<file path="config.mk">
export PLATFORM = sky130hd
export DESIGN_NAME = lsu_top
export DESIGN_NICKNAME = d
export VERILOG_FILES = /design/src/common/lsu_pkg.sv /design/src/common/mem_pkg.sv /design/src/mem_port/lsu_mem_issue.sv /design/src/source/lsu_addr_xlate.sv /design/src/source/lsu_agu.sv /design/src/source/lsu_ctrl_queue.sv /design/src/source/lsu_result_pipe.sv /design/src/source/lsu_top.sv
export SDC_FILE = /design/constraint.sdc
export NUM_CORES = 1
export LEC_CHECK = 0
export BUFFER_PORTS_ARGS = -buffer_cell sky130_fd_sc_hd__buf_2
export CAP_MARGIN = 30
export CORE_MARGIN = 4
export CORE_UTILIZATION = 25
export DETAILED_ROUTE_END_ITERATION = 7
export GPL_TIMING_DRIVEN = 0
export PLACE_DENSITY_LB_ADDON = 0.1
export SKIP_LAST_GASP = 1
export SYNTH_ARGS = -nofsm -noshare
export SYNTH_HDL_FRONTEND = slang
export SYNTH_HIERARCHICAL = 1
export SYNTH_SLANG_ARGS = --single-unit
</file>
<file path="constraint.sdc">
create_clock -name clk_i -period 12.65 [get_ports clk_i]
set_input_delay 1.265 -clock clk_i [delete_from_list [all_inputs] [get_ports clk_i]]
set_output_delay 1.265 -clock clk_i [all_outputs]
set_load 0.03 [all_outputs]
</file>
<file path="src/common/lsu_pkg.sv">
/*
  Load/store unit core definitions
  Operation codes, data widths, exception causes and the request,
  control and result structs shared by the LSU pipeline stages
*/
`default_nettype none

package lsu_pkg;

  localparam int XLEN       = 32;
  localparam int TRANS_ID_W = 3;

  // RISC-V exception causes
  localparam logic [XLEN-1:0] CAUSE_LD_MISALIGNED = 4;
  localparam logic [XLEN-1:0] CAUSE_ST_MISALIGNED = 6;

  typedef enum logic [2:0] {
    LB,
    LBU,
    LH,
    LHU,
    LW,
    SB,
    SH,
    SW
  } lsu_op_e;

  typedef struct packed {
    logic [XLEN-1:0]       operand_a;
    logic [XLEN-1:0]       operand_b;
    logic [XLEN-1:0]       imm;
    lsu_op_e               op;
    logic [TRANS_ID_W-1:0] trans_id;
  } lsu_req_t;

  typedef struct packed {
    logic [XLEN-1:0]       vaddr;
    logic [XLEN-1:0]       wdata;
    logic [XLEN/8-1:0]     be;
    lsu_op_e               op;
    logic [TRANS_ID_W-1:0] trans_id;
  } lsu_ctrl_t;

  typedef struct packed {
    logic            valid;
    logic [XLEN-1:0] cause;
    logic [XLEN-1:0] tval;
  } exception_t;

  typedef struct packed {
    logic                  valid;
    logic [TRANS_ID_W-1:0] trans_id;
    logic [XLEN-1:0]       data;
    exception_t            ex;
  } lsu_result_t;

  // Transfer size as log2 of bytes
  function automatic logic [1:0] op_size(lsu_op_e op);
    case (op)
      LB, LBU, SB: return 2'd0;
      LH, LHU, SH: return 2'd1;
      default:     return 2'd2;
    endcase
  endfunction

  function automatic logic op_is_store(lsu_op_e op);
    return (op == SB) || (op == SH) || (op == SW);
  endfunction

endpackage

`default_nettype wire

</file>
<file path="src/common/mem_pkg.sv">
/*
  Data memory port definitions
  Word-addressed request and response structs and the width of
  the credit counter used for flow control on the port
*/
`default_nettype none

package mem_pkg;

  localparam int DATA_W   = 32;
  localparam int WADDR_W  = 30;
  localparam int CREDIT_W = 3;

  // One request per credit, stores get no response
  typedef struct packed {
    logic                valid;
    logic                we;
    logic [WADDR_W-1:0]  addr;
    logic [DATA_W-1:0]   wdata;
    logic [DATA_W/8-1:0] be;
  } mem_req_t;

  // Load data, returned in request order
  typedef struct packed {
    logic              valid;
    logic [DATA_W-1:0] rdata;
  } mem_rsp_t;

endpackage

`default_nettype wire

</file>
<file path="src/mem_port/lsu_mem_issue.sv">
/*
  Memory issue stage
  Sends loads and stores to the data memory port under credit flow
  control, tracks outstanding loads in order and extends load data
*/
`timescale 1ns/10ps
`default_nettype none

module lsu_mem_issue #(
  parameter int unsigned NUM_CREDITS = 2
) (
  input  logic                     clk_i,
  input  logic                     rst_ni,
  input  logic                     xlate_valid_i,
  input  lsu_pkg::lsu_ctrl_t       ctrl_i,
  input  logic [lsu_pkg::XLEN-1:0] paddr_i,
  input  lsu_pkg::exception_t      ex_i,
  output logic                     issue_ready_o,
  output mem_pkg::mem_req_t        mem_req_o,
  input  mem_pkg::mem_rsp_t        mem_rsp_i,
  input  logic                     mem_credit_i,
  output lsu_pkg::lsu_result_t     ld_result_o,
  output lsu_pkg::lsu_result_t     st_result_o
);
  import lsu_pkg::*;
  import mem_pkg::*;

  localparam int PTR_W = (NUM_CREDITS > 1) ? $clog2(NUM_CREDITS) : 1;

  typedef struct packed {
    logic [TRANS_ID_W-1:0] trans_id;
    logic [1:0]            offset;
    lsu_op_e               op;
  } ld_entry_t;

  logic [CREDIT_W-1:0] credit_q;
  ld_entry_t           lq_q [NUM_CREDITS];
  logic [PTR_W-1:0]    lq_rd_q;
  logic [PTR_W-1:0]    lq_wr_q;
  logic [CREDIT_W-1:0] lq_cnt_q;
  ld_entry_t           lq_head;
  logic                is_st;
  logic                can_issue;
  logic                req_fire;
  logic                lq_push;
  logic [XLEN-1:0]     rsp_word;
  logic [XLEN-1:0]     ld_data;

  assign is_st   = op_is_store(ctrl_i.op);
  assign lq_head = lq_q[lq_rd_q];

  // ----------------------------------------
  // Issue decision
  // ----------------------------------------
  always_comb begin
    if (ex_i.valid) begin
      // Faulting loads wait for older loads to keep result order
      can_issue = is_st || (lq_cnt_q == '0);
    end else if (is_st) begin
      can_issue = (credit_q != '0);
    end else begin
      can_issue = (credit_q != '0) && (lq_cnt_q != CREDIT_W'(NUM_CREDITS));
    end
  end

  assign issue_ready_o = xlate_valid_i && can_issue;
  assign req_fire      = issue_ready_o && !ex_i.valid;
  assign lq_push       = req_fire && !is_st;

  always_comb begin
    mem_req_o.valid = req_fire;
    mem_req_o.we    = is_st;
    mem_req_o.addr  = paddr_i[XLEN-1:2];
    mem_req_o.wdata = ctrl_i.wdata;
    mem_req_o.be    = ctrl_i.be;
  end

  always_ff @(posedge clk_i or negedge rst_ni) begin
    if (!rst_ni) begin
      credit_q <= CREDIT_W'(NUM_CREDITS);
      lq_rd_q  <= '0;
      lq_wr_q  <= '0;
      lq_cnt_q <= '0;
    end else begin
      case ({req_fire, mem_credit_i})
        2'b10:   credit_q <= credit_q - 1'b1;
        2'b01:   credit_q <= credit_q + 1'b1;
        default: credit_q <= credit_q;
      endcase
      if (lq_push) begin
        lq_wr_q <= (lq_wr_q == PTR_W'(NUM_CREDITS - 1)) ? '0 : lq_wr_q + 1'b1;
      end
      if (mem_rsp_i.valid) begin
        lq_rd_q <= (lq_rd_q == PTR_W'(NUM_CREDITS - 1)) ? '0 : lq_rd_q + 1'b1;
      end
      case ({lq_push, mem_rsp_i.valid})
        2'b10:   lq_cnt_q <= lq_cnt_q + 1'b1;
        2'b01:   lq_cnt_q <= lq_cnt_q - 1'b1;
        default: lq_cnt_q <= lq_cnt_q;
      endcase
    end
  end

  always_ff @(posedge clk_i) begin
    if (lq_push) begin
      lq_q[lq_wr_q] <= '{trans_id: ctrl_i.trans_id, offset: paddr_i[1:0], op: ctrl_i.op};
    end
  end

  // ----------------------------------------
  // Load data extension
  // ----------------------------------------
  always_comb begin
    rsp_word = mem_rsp_i.rdata >> {lq_head.offset, 3'b000};
    case (lq_head.op)
      LB:      ld_data = {{(XLEN-8){rsp_word[7]}}, rsp_word[7:0]};
      LBU:     ld_data = {{(XLEN-8){1'b0}}, rsp_word[7:0]};
      LH:      ld_data = {{(XLEN-16){rsp_word[15]}}, rsp_word[15:0]};
      LHU:     ld_data = {{(XLEN-16){1'b0}}, rsp_word[15:0]};
      default: ld_data = rsp_word;
    endcase
  end

  always_comb begin
    ld_result_o = '0;
    if (mem_rsp_i.valid) begin
      ld_result_o.valid    = 1'b1;
      ld_result_o.trans_id = lq_head.trans_id;
      ld_result_o.data     = ld_data;
    end else if (issue_ready_o && !is_st && ex_i.valid) begin
      ld_result_o.valid    = 1'b1;
      ld_result_o.trans_id = ctrl_i.trans_id;
      ld_result_o.ex       = ex_i;
    end
  end

  // Stores complete as soon as they are issued
  always_comb begin
    st_result_o          = '0;
    st_result_o.valid    = issue_ready_o && is_st;
    st_result_o.trans_id = ctrl_i.trans_id;
    st_result_o.ex       = ex_i;
  end

endmodule

`default_nettype wire

</file>
<file path="src/source/lsu_addr_xlate.sv">
/*
  Address translation stage without MMU
  One register stage that maps the virtual address to the same
  physical address and attaches a misaligned-address exception
*/
`timescale 1ns/10ps
`default_nettype none

module lsu_addr_xlate (
  input  logic                       clk_i,
  input  logic                       rst_ni,
  input  logic                       head_valid_i,
  input  lsu_pkg::lsu_ctrl_t         head_i,
  output logic                       pop_o,
  input  logic                       issue_ready_i,
  output logic                       xlate_valid_o,
  output lsu_pkg::lsu_ctrl_t         ctrl_o,
  output logic [lsu_pkg::XLEN-1:0]   paddr_o,
  output lsu_pkg::exception_t        ex_o
);
  import lsu_pkg::*;

  logic       misaligned;
  exception_t ex_d;

  // ----------------------------------------
  // Misalignment check
  // ----------------------------------------
  always_comb begin
    case (op_size(head_i.op))
      2'd1:    misaligned = head_i.vaddr[0];
      2'd2:    misaligned = |head_i.vaddr[1:0];
      // Bytes are always aligned
      default: misaligned = 1'b0;
    endcase
  end

  always_comb begin
    ex_d = '0;
    if (misaligned) begin
      ex_d.valid = 1'b1;
      ex_d.cause = op_is_store(head_i.op) ? CAUSE_ST_MISALIGNED : CAUSE_LD_MISALIGNED;
      ex_d.tval  = head_i.vaddr;
    end
  end

  // Take a new entry when the register is free or drains this cycle
  assign pop_o = head_valid_i && (!xlate_valid_o || issue_ready_i);

  always_ff @(posedge clk_i or negedge rst_ni) begin
    if (!rst_ni) begin
      xlate_valid_o <= 1'b0;
    end else if (pop_o) begin
      xlate_valid_o <= 1'b1;
    end else if (issue_ready_i) begin
      xlate_valid_o <= 1'b0;
    end
  end

  always_ff @(posedge clk_i) begin
    if (pop_o) begin
      ctrl_o  <= head_i;
      paddr_o <= head_i.vaddr;
      ex_o    <= ex_d;
    end
  end

endmodule

`default_nettype wire

</file>
<file path="src/source/lsu_agu.sv">
/*
  Address generation unit
  Forms the virtual address from base plus signed immediate, the byte
  enables for the transfer and the lane-aligned store data
*/
`timescale 1ns/10ps
`default_nettype none

module lsu_agu (
  input  lsu_pkg::lsu_req_t  req_i,
  output lsu_pkg::lsu_ctrl_t ctrl_o
);
  import lsu_pkg::*;

  logic [XLEN-1:0]   vaddr;
  logic [1:0]        offset;
  logic [XLEN/8-1:0] be;

  // Immediate is already sign extended to XLEN
  assign vaddr  = $unsigned($signed(req_i.operand_a) + $signed(req_i.imm));
  assign offset = vaddr[1:0];

  // ----------------------------------------
  // Byte enables
  // ----------------------------------------
  always_comb begin
    case (op_size(req_i.op))
      2'd0:    be = 4'b0001 << offset;
      2'd1:    be = 4'b0011 << offset;
      default: be = 4'b1111;
    endcase
  end

  always_comb begin
    ctrl_o.vaddr    = vaddr;
    // Store data moved into the addressed byte lanes
    ctrl_o.wdata    = req_i.operand_b << {offset, 3'b000};
    ctrl_o.be       = be;
    ctrl_o.op       = req_i.op;
    ctrl_o.trans_id = req_i.trans_id;
  end

endmodule

`default_nettype wire

</file>
<file path="src/source/lsu_ctrl_queue.sv">
/*
  Two-entry request buffer
  Holds control entries between address generation and translation,
  passes an entry straight through when empty and drives the ready
*/
`timescale 1ns/10ps
`default_nettype none

module lsu_ctrl_queue (
  input  logic               clk_i,
  input  logic               rst_ni,
  input  logic               push_i,
  input  lsu_pkg::lsu_ctrl_t ctrl_i,
  input  logic               pop_i,
  output logic               ready_o,
  output logic               head_valid_o,
  output lsu_pkg::lsu_ctrl_t head_o
);
  import lsu_pkg::*;

  lsu_ctrl_t  mem_q [2];
  logic       rd_ptr_q;
  logic       wr_ptr_q;
  logic [1:0] count_q;
  logic       empty;
  logic       wr_en;
  logic       rd_en;

  assign empty        = (count_q == 2'd0);
  assign ready_o      = (count_q != 2'd2);
  assign head_valid_o = !empty || push_i;
  assign head_o       = empty ? ctrl_i : mem_q[rd_ptr_q];

  // Bypassed entry is never written
  assign wr_en = push_i && ready_o && !(empty && pop_i);
  assign rd_en = pop_i && !empty;

  always_ff @(posedge clk_i or negedge rst_ni) begin
    if (!rst_ni) begin
      rd_ptr_q <= 1'b0;
      wr_ptr_q <= 1'b0;
      count_q  <= 2'd0;
    end else begin
      if (wr_en) begin
        wr_ptr_q <= !wr_ptr_q;
      end
      if (rd_en) begin
        rd_ptr_q <= !rd_ptr_q;
      end
      case ({wr_en, rd_en})
        2'b10:   count_q <= count_q + 2'd1;
        2'b01:   count_q <= count_q - 2'd1;
        default: count_q <= count_q;
      endcase
    end
  end

  // Storage
  always_ff @(posedge clk_i) begin
    if (wr_en) begin
      mem_q[wr_ptr_q] <= ctrl_i;
    end
  end

endmodule

`default_nettype wire

</file>
<file path="src/source/lsu_result_pipe.sv">
/*
  Result pipeline register chain
  Delays one result path by DEPTH cycles, a plain wire at depth zero
*/
`timescale 1ns/10ps
`default_nettype none

module lsu_result_pipe #(
  parameter int unsigned DEPTH = 1
) (
  input  logic                 clk_i,
  input  logic                 rst_ni,
  input  lsu_pkg::lsu_result_t d_i,
  output lsu_pkg::lsu_result_t d_o
);
  import lsu_pkg::*;

  if (DEPTH == 0) begin : gen_wire
    assign d_o = d_i;
  end else begin : gen_regs
    logic [DEPTH-1:0] valid_q;
    lsu_result_t      data_q [DEPTH];

    always_ff @(posedge clk_i or negedge rst_ni) begin
      if (!rst_ni) begin
        valid_q <= '0;
      end else begin
        valid_q[0] <= d_i.valid;
        for (int i = 1; i < DEPTH; i++) begin
          valid_q[i] <= valid_q[i-1];
        end
      end
    end

    always_ff @(posedge clk_i) begin
      data_q[0] <= d_i;
      for (int i = 1; i < DEPTH; i++) begin
        data_q[i] <= data_q[i-1];
      end
    end

    // Valid from the reset chain, payload from the data chain
    always_comb begin
      d_o       = data_q[DEPTH-1];
      d_o.valid = valid_q[DEPTH-1];
    end
  end

endmodule

`default_nettype wire

</file>
<file path="src/source/lsu_top.sv">
/*
  Load/store unit top level
  Address generation, request buffer, no-MMU translation, memory
  issue with credit flow control, and the load and store result pipes
*/
`timescale 1ns/10ps
`default_nettype none

module lsu_top #(
  parameter int unsigned NUM_CREDITS      = 2,
  parameter int unsigned LOAD_PIPE_DEPTH  = 1,
  parameter int unsigned STORE_PIPE_DEPTH = 0
) (
  input  logic                 clk_i,
  input  logic                 rst_ni,
  input  logic                 lsu_valid_i,
  input  lsu_pkg::lsu_req_t    lsu_req_i,
  output logic                 lsu_ready_o,
  output mem_pkg::mem_req_t    mem_req_o,
  input  mem_pkg::mem_rsp_t    mem_rsp_i,
  input  logic                 mem_credit_i,
  output lsu_pkg::lsu_result_t load_result_o,
  output lsu_pkg::lsu_result_t store_result_o
);
  import lsu_pkg::*;

  lsu_ctrl_t       agu_ctrl;
  lsu_ctrl_t       head;
  logic            head_valid;
  logic            pop;
  logic            issue_ready;
  logic            xlate_valid;
  lsu_ctrl_t       xlate_ctrl;
  logic [XLEN-1:0] paddr;
  exception_t      xlate_ex;
  lsu_result_t     ld_result;
  lsu_result_t     st_result;

  lsu_agu u_agu (
    .req_i  (lsu_req_i),
    .ctrl_o (agu_ctrl)
  );

  lsu_ctrl_queue u_queue (
    .clk_i        (clk_i),
    .rst_ni       (rst_ni),
    .push_i       (lsu_valid_i),
    .ctrl_i       (agu_ctrl),
    .pop_i        (pop),
    .ready_o      (lsu_ready_o),
    .head_valid_o (head_valid),
    .head_o       (head)
  );

  lsu_addr_xlate u_xlate (
    .clk_i         (clk_i),
    .rst_ni        (rst_ni),
    .head_valid_i  (head_valid),
    .head_i        (head),
    .pop_o         (pop),
    .issue_ready_i (issue_ready),
    .xlate_valid_o (xlate_valid),
    .ctrl_o        (xlate_ctrl),
    .paddr_o       (paddr),
    .ex_o          (xlate_ex)
  );

  lsu_mem_issue #(
    .NUM_CREDITS (NUM_CREDITS)
  ) u_issue (
    .clk_i         (clk_i),
    .rst_ni        (rst_ni),
    .xlate_valid_i (xlate_valid),
    .ctrl_i        (xlate_ctrl),
    .paddr_i       (paddr),
    .ex_i          (xlate_ex),
    .issue_ready_o (issue_ready),
    .mem_req_o     (mem_req_o),
    .mem_rsp_i     (mem_rsp_i),
    .mem_credit_i  (mem_credit_i),
    .ld_result_o   (ld_result),
    .st_result_o   (st_result)
  );

  // ----------------------------------------
  // Result pipes
  // ----------------------------------------
  lsu_result_pipe #(
    .DEPTH (LOAD_PIPE_DEPTH)
  ) u_load_pipe (
    .clk_i  (clk_i),
    .rst_ni (rst_ni),
    .d_i    (ld_result),
    .d_o    (load_result_o)
  );

  lsu_result_pipe #(
    .DEPTH (STORE_PIPE_DEPTH)
  ) u_store_pipe (
    .clk_i  (clk_i),
    .rst_ni (rst_ni),
    .d_i    (st_result),
    .d_o    (store_result_o)
  );

endmodule

`default_nettype wire
</file>
==> results.sh, run 1 <==
export IMPL_tns_ns=0
export IMPL_status="complete, no violations"
export IMPL_place_congestion=0.805
export IMPL_htreeDepth=2
export IMPL_finalCritPeriodShare_pct=33.0
export IMPL_crit_chain="buf_2, ha_1, inv_1, fa_1, clkinv_1, clkbuf_1, nor2_1, a21oi_1, nor2_1, a221oi_4, buf_6, and2_1"
export IMPL_synth_cell_types=78
export IMPL_path_class="in2reg"
export IMPL_slew_viol_final=0
export IMPL_grt_use_total_pct=12.7
export IMPL_grt_pass1_wl_mm=79.7
export IMPL_endpoint_kind="flop"
export IMPL_synth_adder_area_share_pct=2.54
export IMPL_synth_top_family_by_area="buffers and inverters"
export IMPL_routedWlPerCell_um=17.1
export IMPL_cts_tree="yes"
export IMPL_overflow=0
export IMPL_port_buffers=344
export IMPL_synth_compound_area_share_pct=8.25
export IMPL_grt_pass1_vias=13000
export IMPL_clock_skew_ns=0.0117
export IMPL_finalSetupViolCount=0
export IMPL_postRouteAntennaNets=0
export IMPL_period_needed_ns=4.18
export IMPL_netlist_area_sq_mm=0.0191
export IMPL_drcViolationCount=0
export IMPL_cpMostUsedCell="nor2_1"
export IMPL_clockRootBuffer="clkbuf_16"
export IMPL_max_cap_violations=0
export IMPL_critPathLaunchType="primary input"
export IMPL_post_route_worst_setup_slack_ns=8.47
export IMPL_nets=2258
export IMPL_num_antenna_cells=0
export IMPL_vdd_ir_drop_max_uv=187
export IMPL_via_per_inst=4.05
export IMPL_dr_pass1_iters=5
export IMPL_cts_sinks=387
export IMPL_critPathSlowestCell="fa_1"
export IMPL_yosysSeqAreaShare_pct=55.3
export IMPL_clkSlewWorstSetupHoldPaths_ns=0.06
export IMPL_synth_edf_count=273
export IMPL_cts_hold_buf=0
export IMPL_muxShareOfSynthArea_pct=6.36
export IMPL_max_slew_margin_pct=37.9
export IMPL_yosys_warnings=6
export IMPL_ys_ff_latch=387
export IMPL_wl_mm=52.9
export IMPL_holdPathStages=1
export IMPL_fmax_mhz=239
export IMPL_r2r_cells=11
export IMPL_r2r_slack_ns=8.83
export IMPL_power_leakage_nw=10.7
export IMPL_ys_flop_type="edfxtp_1"
export IMPL_final_layout_size_suffix_gt1_share_pct=39.6
export IMPL_num_fill_cells=7890
export IMPL_powerDensity_mw_per_mm2=271
export IMPL_start_util_pct=25.2
export IMPL_post_cts_resized=0
export IMPL_dieArea_sq_mm=0.0809
export IMPL_hold_viol_final=0
export IMPL_worstPathMaxFanout=12
export IMPL_worst_slew_pin_slew_ns=0.921
export IMPL_post_cts_setup_buffers=0
export IMPL_core_area_sq_mm=0.0758
export IMPL_area_growth_syn_to_layout_pct=26.3
export IMPL_async_flop_share_pct=3.62
export IMPL_num_rows=101
export IMPL_syn_inst=1619
export IMPL_dp_slack_ns=7.74
export IMPL_max_stage_delay_ns=0.56
export IMPL_cts_made_buffers=49
export IMPL_synthSimpleGateAreaFrac_pct=9.44
export IMPL_antenna_found_initial=3
export IMPL_cp_top_family="buffers and inverters"
export IMPL_cts_buffer_depth=3
export IMPL_vias=12500
export IMPL_syn_area_per_cell_sq_um=11.8
export IMPL_required_ns=13.08
export IMPL_critical_path_arrival_ns=4.61
export IMPL_min_from="u_xlate/ex_o[16]$_SDFFCE_PN0P_"
export IMPL_synth_xor_area_share_pct=1.93
export IMPL_whs_endpoint="u_load_pipe/gen_regs.data_q[0][16]$_DFF_P_"
export IMPL_rsz0062_at_grt="false"
export IMPL_r2r_end="u_queue/mem_q[0][29]$_DFFE_PP_"
export IMPL_hpwl_mm=39.8
export IMPL_fp_dieH_um=284
export IMPL_die_width_um=284
export IMPL_drtIter0Drc=473
export IMPL_reg2reg_from="u_xlate/ctrl_o[3]$_DFFE_PP_"
export IMPL_clock_latency_ns=0.57
export IMPL_crit_buf_inv=5
export IMPL_hp_class="reg2reg"
export IMPL_ios=410
export IMPL_grt_max_degree=48
synthesized netlist by cell type (all sizes together) (4+ instances only):
cell | instances | share of area [%]
buf | 379 | 15
edfxtp | 273 | 43
nor2 | 122 | 2.4
a21oi | 120 | 3.1
mux2i | 114 | 6.1
and2 | 108 | 3.5
dfxtp | 100 | 10
nand2 | 69 | 1.5
o21ai | 39 | 1.1
ha | 34 | 2.2
clkbuf | 24 | 0.54
inv | 23 | 0.45
xor2 | 22 | 1.0
xnor2 | 20 | 0.92
a211oi | 14 | 0.60
dfrtp | 13 | 1.7
nand3 | 11 | 0.34
o2bb2ai | 11 | 0.50
nor2b | 10 | 0.33
o21a | 10 | 0.39
o21bai | 10 | 0.39
or2 | 10 | 0.34
nand2b | 9 | 0.29
a21o | 6 | 0.24
a31oi | 6 | 0.28
nand4 | 5 | 0.16
nor3 | 5 | 0.16
a221oi | 4 | 0.28
and3 | 4 | 0.13
mux2 | 4 | 0.26
worst max path at each step:
stage,start,depth (start not counted),to,slack [ns]
finish,lsu_req_i[6],12,u_xlate/ex_o[7]$_SDFFCE_PN0P_,8.47
CTS,lsu_req_i[6],12,u_xlate/ex_o[7]$_SDFFCE_PN0P_,8.37
detailed placement,lsu_req_i[6],12,u_xlate/ex_o[10]$_SDFFCE_PN0P_,7.74
global route,lsu_req_i[6],12,u_xlate/ex_o[7]$_SDFFCE_PN0P_,8.16
global placement,lsu_valid_i,6,u_queue/mem_q[0][28]$_DFFE_PP_,1.24
floorplan,lsu_valid_i,5,u_queue/mem_q[0][0]$_DFFE_PP_,5.56
kinds of logic after synthesis:
kind of cell | count (synthesis)
other cells | 2
simple gates | 360
fa+ha+maj | 37
mux | 118
xor+xnor | 42
compound gates | 246
buf+inv | 427
flops | 387
worst reg2reg max path: cells and delay by family, from the launching register on:
family / cells / cell delay, ns
DFF: 1 / 0.41
buffers and inverters: 4 / 0.90
AOI/OAI and AO/OA: 3 / 1.17
and+or+nand+nor: 4 / 1.01
metrics by stage:
| step | cells | instance area [sq um] | utilization (%) | hold slack (ns) | total power, W |
|---|---|---|---|---|---|
| finish | 3100 | 24100 | 31.8 | 0.472 | 0.00653 |
| detailed placement | 3009 | 22500 | 29.6 | 0.453 | 0.00519 |
| global route | 3100 | 24100 | 31.8 | 0.485 | 0.00695 |
| floorplan | 1679 | 19300 | - | 0.438 | 0.00429 |
| CTS | 3100 | 24100 | 31.8 | 0.465 | 0.00669 |
| global placement | 3001 | 22300 | 29.4 | 0.454 | 0.00520 |
routing by layer:
metal / vias to the layer above / track usage, % / part of all wire (%)
li1: 6167 / - / -
met1: 5995 / 15.7 / 43
met2: 289 / 22.1 / 49
met3: 83 / 3.04 / 5.3
met4: 6 / 3.54 / 2.3
met5: - / 0 / 0.078
final cells by class:
cell class / instances / area (sq um) / share of cell area [%]
plain buffers: 403 / 3000 / 12.4
clock buffers: 66 / 1370 / 5.69
clock inverters: 25 / 292 / 1.21
inverters: 24 / 90.1 / 0.374
multi-input cells: 865 / 5700 / 23.6
flip-flops and latches: 387 / 10600 / 43.8
well taps: 978 / 1220 / 5.07
repair buffers: 352 / 1890 / 7.83
sequential cells by signal, indices dropped and copies added (netlist names):
| register | flops |
|---|---|
| u_xlate/ex_o | 35 |
| u_issue/lq_wr_q | 1 |
| u_xlate/ctrl_o | 42 |
| u_queue/wr_ptr_q | 1 |
| u_issue/lq_rd_q | 1 |
| u_queue/rd_ptr_q | 1 |
| u_xlate/xlate_valid_o | 1 |
| u_issue/lq_q | 16 |
| u_issue/credit_q | 3 |
| u_queue/count_q | 2 |
| u_load_pipe/gen_regs.valid_q | 1 |
| u_xlate/paddr_o | 32 |
| u_queue/mem_q | 148 |
| u_issue/lq_cnt_q | 3 |
| u_load_pipe/gen_regs.data_q | 100 |
layout by cell type, fill, tap and decap left out, types with 11 or more instances in the layout:
master,netlist,layout
a211oi_1,12,12
a21oi_1,120,120
and2_1,108,107
buf_2,9,353
buf_4,344,344
buf_6,23,23
clkbuf_1,20,31
clkbuf_16,0,51
clkinv_1,1,14
conb_1,2,62
dfrtp_1,13,13
dfxtp_1,100,100
edfxtp_1,273,273
ha_1,34,34
inv_1,23,23
mux2i_1,112,112
nand2_1,61,61
nor2_1,121,119
o21ai_0,34,34
o2bb2ai_1,11,11
xnor2_1,20,20
xor2_1,22,22
where the power goes:
group | total, W | leakage [nW] | switching [W] | internal, W
Combinational | 0.00292 | 6.35 | 0.00179 | 0.00113
Sequential | 0.00216 | 3.58 | 0.000144 | 0.00202
Clock | 0.00144 | 0.810 | 0.000546 | 0.000898
Note: power is estimated with default switching activity, not from simulation.
==> inputs of run 2 (changes only) <==
- ABC_AREA: unset -> 1
- clock period: 12.65 -> 3.88 ns (I/O delays scaled with it)
==> results.sh, run 2 <==
export IMPL_port_buffers=344
export IMPL_final_common_cell="nand2_1"
export IMPL_fp_dieH_um=293
export IMPL_dieArea_sq_mm=0.0857
export IMPL_endpoint_kind="flop"
export IMPL_worst_hold_slack_ns=0.0571
export IMPL_hpwl_mm=44.9
export IMPL_post_cts_setup_buffers=0
export IMPL_wl_mm=58.0
export IMPL_num_antenna_cells=0
export IMPL_yosys_area_top_type="edfxtp_1"
export IMPL_ios=410
export IMPL_reg2reg_from="u_queue/count_q[0]$_DFFE_PN0P_"
export IMPL_synth_top_area_share_pct=40.4
export IMPL_layout_common_cells="nand2_1, buf_2, inv_1"
export IMPL_fmax_mhz=341
export IMPL_largest_reg_flops=148
export IMPL_required_ns=4.12
export IMPL_post_route_worst_setup_slack_ns=0.949
export IMPL_grt_use_met1_pct=15.6
export IMPL_cts_hold_buf=4
export IMPL_post_cts_resized=0
export IMPL_hp_class="in2reg"
export IMPL_start_util_pct=25.2
export IMPL_netlist_top_cells_area="edfxtp_1, buf_4, nand2_1"
export IMPL_overflow=0
export IMPL_powerDensity_mw_per_mm2=887
export IMPL_finalCritPeriodShare_pct=75.5
export IMPL_regMostFlops="u_queue/mem_q"
export IMPL_cts_tree="yes"
export IMPL_dr_pass1_iters=6
export IMPL_gr_usage_met3_pct=2.45
export IMPL_rsz0062_at_grt="false"
export IMPL_synth_commonest_cells="nand2_1, inv_1, buf_4"
export IMPL_grt_pass1_vias=15400
export IMPL_syn_inst=2267
export IMPL_grt_max_degree=42
export IMPL_ys_flop_type="edfxtp_1"
export IMPL_reg_largest_list="u_queue/mem_q (148), u_load_pipe/gen_regs.data_q (100), u_xlate/ctrl_o (42)"
export IMPL_clock_skew_ns=0.0207
export IMPL_place_congestion=0.863
export IMPL_synth_cell_types=43
export IMPL_max_slew_margin_pct=44.5
export IMPL_grt_use_total_pct=13.2
export IMPL_netlist_area_sq_mm=0.0203
export IMPL_finalSetupViolCount=0
export IMPL_postRouteAntennaNets=0
export IMPL_drtIter0Drc=667
export IMPL_die_width_um=293
export IMPL_worstPathMaxFanout=41
export IMPL_min_from="mem_rsp_i[4]"
export IMPL_slew_viol_final=0
export IMPL_period_needed_ns=2.93
export IMPL_tns_ns=0
export IMPL_cts_buffer_depth=3
export IMPL_area_growth_syn_to_layout_pct=25.3
export IMPL_grt_met2_usage_pct=24.4
export IMPL_fin_util_pct=31.6
export IMPL_critPathLaunchType="flop"
export IMPL_num_rows=104
export IMPL_critical_path_arrival_ns=3.17
export IMPL_grt_pass1_wl_mm=88.3
export IMPL_status="complete, no violations"
export IMPL_worst_slew_pin_slew_ns=0.824
export IMPL_drcViolationCount=0
export IMPL_max_cap_violations=0
export IMPL_path_class="reg2reg"
export IMPL_cts_made_buffers=48
export IMPL_nets=2910
export IMPL_clock_latency_ns=0.57
export IMPL_core_area_sq_mm=0.0804
export IMPL_hold_viol_final=0
export IMPL_dp_slack_ns=0.366
export IMPL_crit_path_start="u_queue/count_q[0]$_DFFE_PN0P_"
export IMPL_final_layout_size_suffix_gt1_share_pct=31.8
export IMPL_clkSlewWorstSetupHoldPaths_ns=0.06
export IMPL_routedWlPerCell_um=15.1
export IMPL_async_flop_share_pct=3.62
export IMPL_yosysMostFrequentCell="nand2_1"
export IMPL_power_leakage_nw=12.6
export IMPL_top_usage_layer="met2"
export IMPL_ys_ff_latch=387
export IMPL_vdd_ir_drop_max_uv=427
export IMPL_clockRootBuffer="clkbuf_16"
export IMPL_htreeDepth=2
export IMPL_synth_edf_count=273
export IMPL_vias=15100
export IMPL_cts_sinks=387
export IMPL_yosysSeqAreaShare_pct=52.0
export IMPL_syn_area_per_cell_sq_um=8.95
export IMPL_yosys_warnings=6
export IMPL_via_per_inst=3.94
export IMPL_antenna_found_initial=2
run 2: through the flow:
step / cell area (sq um) / power, W / cells
finish: 25400 / 0.0226 / 3834
detailed placement: 23800 / 0.0185 / 3740
CTS: 25400 / 0.0231 / 3834
global route: 25400 / 0.0242 / 3834
global placement: 23600 / 0.0178 / 3731
floorplan: 20500 / 0.0149 / 2327
run 2: cells by family after synthesis:
group | synth area share [%]
simple gates | 17.7
buf+inv | 20.9
flops | 52.0
compound gates | 5.97
fa+ha+maj | 2.39
xor+xnor | 0.907
other cells | 0.0370
mux | 0.0555
run 2: final cells by class:
type,count,area (sq um)
plain buffers,399,2920
clock buffers,70,1440
clock inverters,20,156
fillers,8548,55000
inverters,353,1330
multi-input cells,1188,5730
flip-flops and latches,387,10600
well taps,1060,1330
repair buffers,357,1960
run 2: routing by layer:
layer / share of wire, % / up-vias
li1: - / 7679
met1: 41 / 6977
met2: 51 / 352
met3: 5.0 / 79
met4: 2.5 / 0
met5: 0 / -
run 2: worst paths after layout:
path	end	slack, ns	cells after the start
max	u_queue/mem_q[0][39]$_DFFE_PP_	0.95	11
min	u_load_pipe/gen_regs.data_q[0][69]$_DFF_P_	0.06	3
max reg2reg	u_queue/mem_q[0][39]$_DFFE_PP_	0.95	11
min reg2reg	u_load_pipe/gen_regs.data_q[0][98]$_DFF_P_	0.46	2
max in group asynchronous	u_issue/credit_q[1]$_DFFE_PN1P_	3.27	2
min in group asynchronous	u_load_pipe/gen_regs.valid_q$_DFF_PN0_	0.29	2
run 2: worst max-delay path: stages (launching register included):
cell	delay, ns
dfrtp_1	0.43
inv_2	0.12
nand2_2	0.12
buf_8	0.20
or2_2	0.28
inv_1	0.11
a21oi_4	0.05
buf_12	0.17
o21ai_0	0.15
nand3_1	0.15
inv_4	0.44
buf_16	0.30
run 2: power by group:
group	switching, W	internal (W)	leakage (nW)
sequential	0.000498	0.00670	3.59
clock	0.00176	0.00271	0.794
combinational	0.00711	0.00378	8.22
total	0.00937	0.0132	12.6
==> inputs of run 3 (changes only) <==
- clock period: 3.88 -> 2.7 ns (I/O delays scaled with it)
==> results.sh, run 3 (synthesized netlist as in run 2, its figures left out) <==
export IMPL_place_inst=3739
export IMPL_path_class="reg2reg"
export IMPL_overflow=0
export IMPL_power_switching_w=0.0136
export IMPL_cts_tree="yes"
export IMPL_critical_path_arrival_ns=2.86
export IMPL_regMostFlops="u_queue/mem_q"
export IMPL_fmax_mhz=387
export IMPL_worst_slew_pin_slew_ns=0.709
export IMPL_comb_power_share_pct=48.8
export IMPL_clock_power_share_pct=19.8
export IMPL_place_congestion=0.896
export IMPL_nets=2939
export IMPL_vias=15200
export IMPL_area_growth_syn_to_layout_pct=27.5
export IMPL_seq_area_sq_mm=0.0106
export IMPL_cts_sinks=387
export IMPL_clkSlewWorstSetupHoldPaths_ns=0.06
export IMPL_post_dp_cell_area_sq_mm=0.0238
export IMPL_hpwl_mm=45.2
export IMPL_grt_pass1_vias=15400
export IMPL_num_antenna_cells=0
export IMPL_wl_mm=59.7
export IMPL_required_ns=2.98
export IMPL_vdd_ir_drop_max_uv=492
export IMPL_max_slew_margin_pct=52.6
export IMPL_via_per_inst=3.93
export IMPL_dieArea_sq_mm=0.0857
export IMPL_period_needed_ns=2.59
export IMPL_die_width_um=293
export IMPL_top_usage_layer="met2"
export IMPL_layout_common_cells="nand2_1, buf_2, buf_4"
export IMPL_gr_usage_met3_pct=2.09
export IMPL_hp_class="in2reg"
export IMPL_hold_viol_final=0
export IMPL_largest_reg_flops=148
export IMPL_antenna_found_initial=2
export IMPL_max_cap_violations=0
export IMPL_clockRootBuffer="clkbuf_16"
export IMPL_swShare_pct=41.3
export IMPL_core_area_sq_mm=0.0804
export IMPL_grt_pass1_wl_mm=89.7
export IMPL_endpoint_kind="flop"
export IMPL_start_util_pct=25.2
export IMPL_critPathLaunchType="flop"
export IMPL_fin_area_sq_mm=0.0258
export IMPL_power_w=0.0329
export IMPL_dr_pass1_iters=5
export IMPL_fin_util_pct=32.1
export IMPL_reg_largest_list="u_queue/mem_q (148), u_load_pipe/gen_regs.data_q (100), u_xlate/ctrl_o (42)"
export IMPL_grt_max_degree=28
export IMPL_finalSetupViolCount=0
export IMPL_clock_latency_ns=0.57
export IMPL_r2r_slack_ns=0.11
export IMPL_routedWlPerCell_um=15.5
export IMPL_ios=410
export IMPL_htreeDepth=2
export IMPL_clock_skew_ns=0.0204
export IMPL_multi_input_area_sq_mm=0.00577
export IMPL_num_rows=104
export IMPL_final_common_cell="nand2_1"
export IMPL_worstPathMaxFanout=23
export IMPL_cts_made_buffers=47
export IMPL_worst_hold_slack_ns=0.0742
export IMPL_port_buffers=344
export IMPL_grt_use_met1_pct=16.2
export IMPL_pwr_share_seq_pct=31.4
export IMPL_postRouteAntennaNets=0
export IMPL_stdcell_count=3861
export IMPL_grt_use_total_pct=13.4
export IMPL_grt_met2_usage_pct=24.8
export IMPL_power_leakage_nw=12.8
export IMPL_status="complete, no violations"
export IMPL_final_layout_size_suffix_gt1_share_pct=32.2
export IMPL_rsz0062_at_grt="true"
export IMPL_drcViolationCount=0
export IMPL_internal_power_w=0.0193
export IMPL_finalCritPeriodShare_pct=95.8
export IMPL_powerDensity_mw_per_mm2=1270
export IMPL_cts_buffer_depth=3
export IMPL_fp_dieH_um=293
export IMPL_drtIter0Drc=599
export IMPL_slew_viol_final=0
export IMPL_num_fill_cells=8520
run 3: area by class of cell:
class	instances	area share, %
buffer	399	11.3
clock buffer	75	5.68
clock inverter	12	0.532
inverter	353	5.23
multi-input combinational	1188	22.3
sequential	387	40.8
tap	1060	5.13
timing repair buffer	386	8.94
timing repair inverter	1	0.0339
run 3: worst max-delay path, stage by stage (launching register included):
cell       delay [ns]
dfrtp_2          0.44
inv_2            0.10
nand2_2          0.12
buf_8            0.19
or2_2            0.28
inv_1            0.11
a21oi_4          0.05
buf_12           0.17
o21ai_1          0.16
nand3_2          0.12
bufinv_16        0.24
bufbuf_16        0.30
run 3: worst paths after layout:
check,from,end,cells past startpoint
max,u_queue/count_q[0]$_DFFE_PN0P_,u_queue/mem_q[0][26]$_DFFE_PP_,11
min,mem_credit_i,u_issue/credit_q[0]$_DFFE_PN0P_,3
max reg2reg,u_queue/count_q[0]$_DFFE_PN0P_,u_queue/mem_q[0][26]$_DFFE_PP_,11
min reg2reg,u_issue/lq_q[1][7]$_DFFE_PP_,u_load_pipe/gen_regs.data_q[0][99]$_DFF_P_,2
max in group asynchronous,rst_ni,u_issue/credit_q[1]$_DFFE_PN1P_,2
min in group asynchronous,rst_ni,u_issue/lq_cnt_q[2]$_DFFE_PN0P_,2
run 3: metal layers:
metal	up-vias	wire length [um]	part of all wire, %
li1	7736	-	-
met1	7019	25000	42
met2	344	30600	51
met3	74	2620	4.4
met4	0	1460	2.4
met5	-	0	0
run 3: power by group through the flow:
stage | Sequential [W] | Combinational [W] | Clock [W]
after floorplan | 0.0111 | 0.0101 | 0
after global placement | 0.0103 | 0.0149 | 0
after detailed placement | 0.0105 | 0.0161 | 0
after CTS | 0.0104 | 0.0164 | 0.00680
after global routing | 0.0106 | 0.0176 | 0.00700
final | 0.0103 | 0.0160 | 0.00650
run 3: metrics by stage:
step           worst slack [ns]  TNS, ns
2_1_floorplan             -1.80  -265.87
3_3_place_gp              -4.40  -787.56
3_5_place_dp             -0.782   -86.43
4_1_cts                  0.0181        0
5_1_grt                 -0.0224   -0.203
6_report                  0.113        0
run 3: what timing repair did:
item	CTS	global route
hold buffers	23	0
gates cloned	3	2
resized for setup	8	6
setup endpoints to repair	183	72
buffers inserted	6	1
endpoints found under the hold margin	47	0
pin swaps	2	1
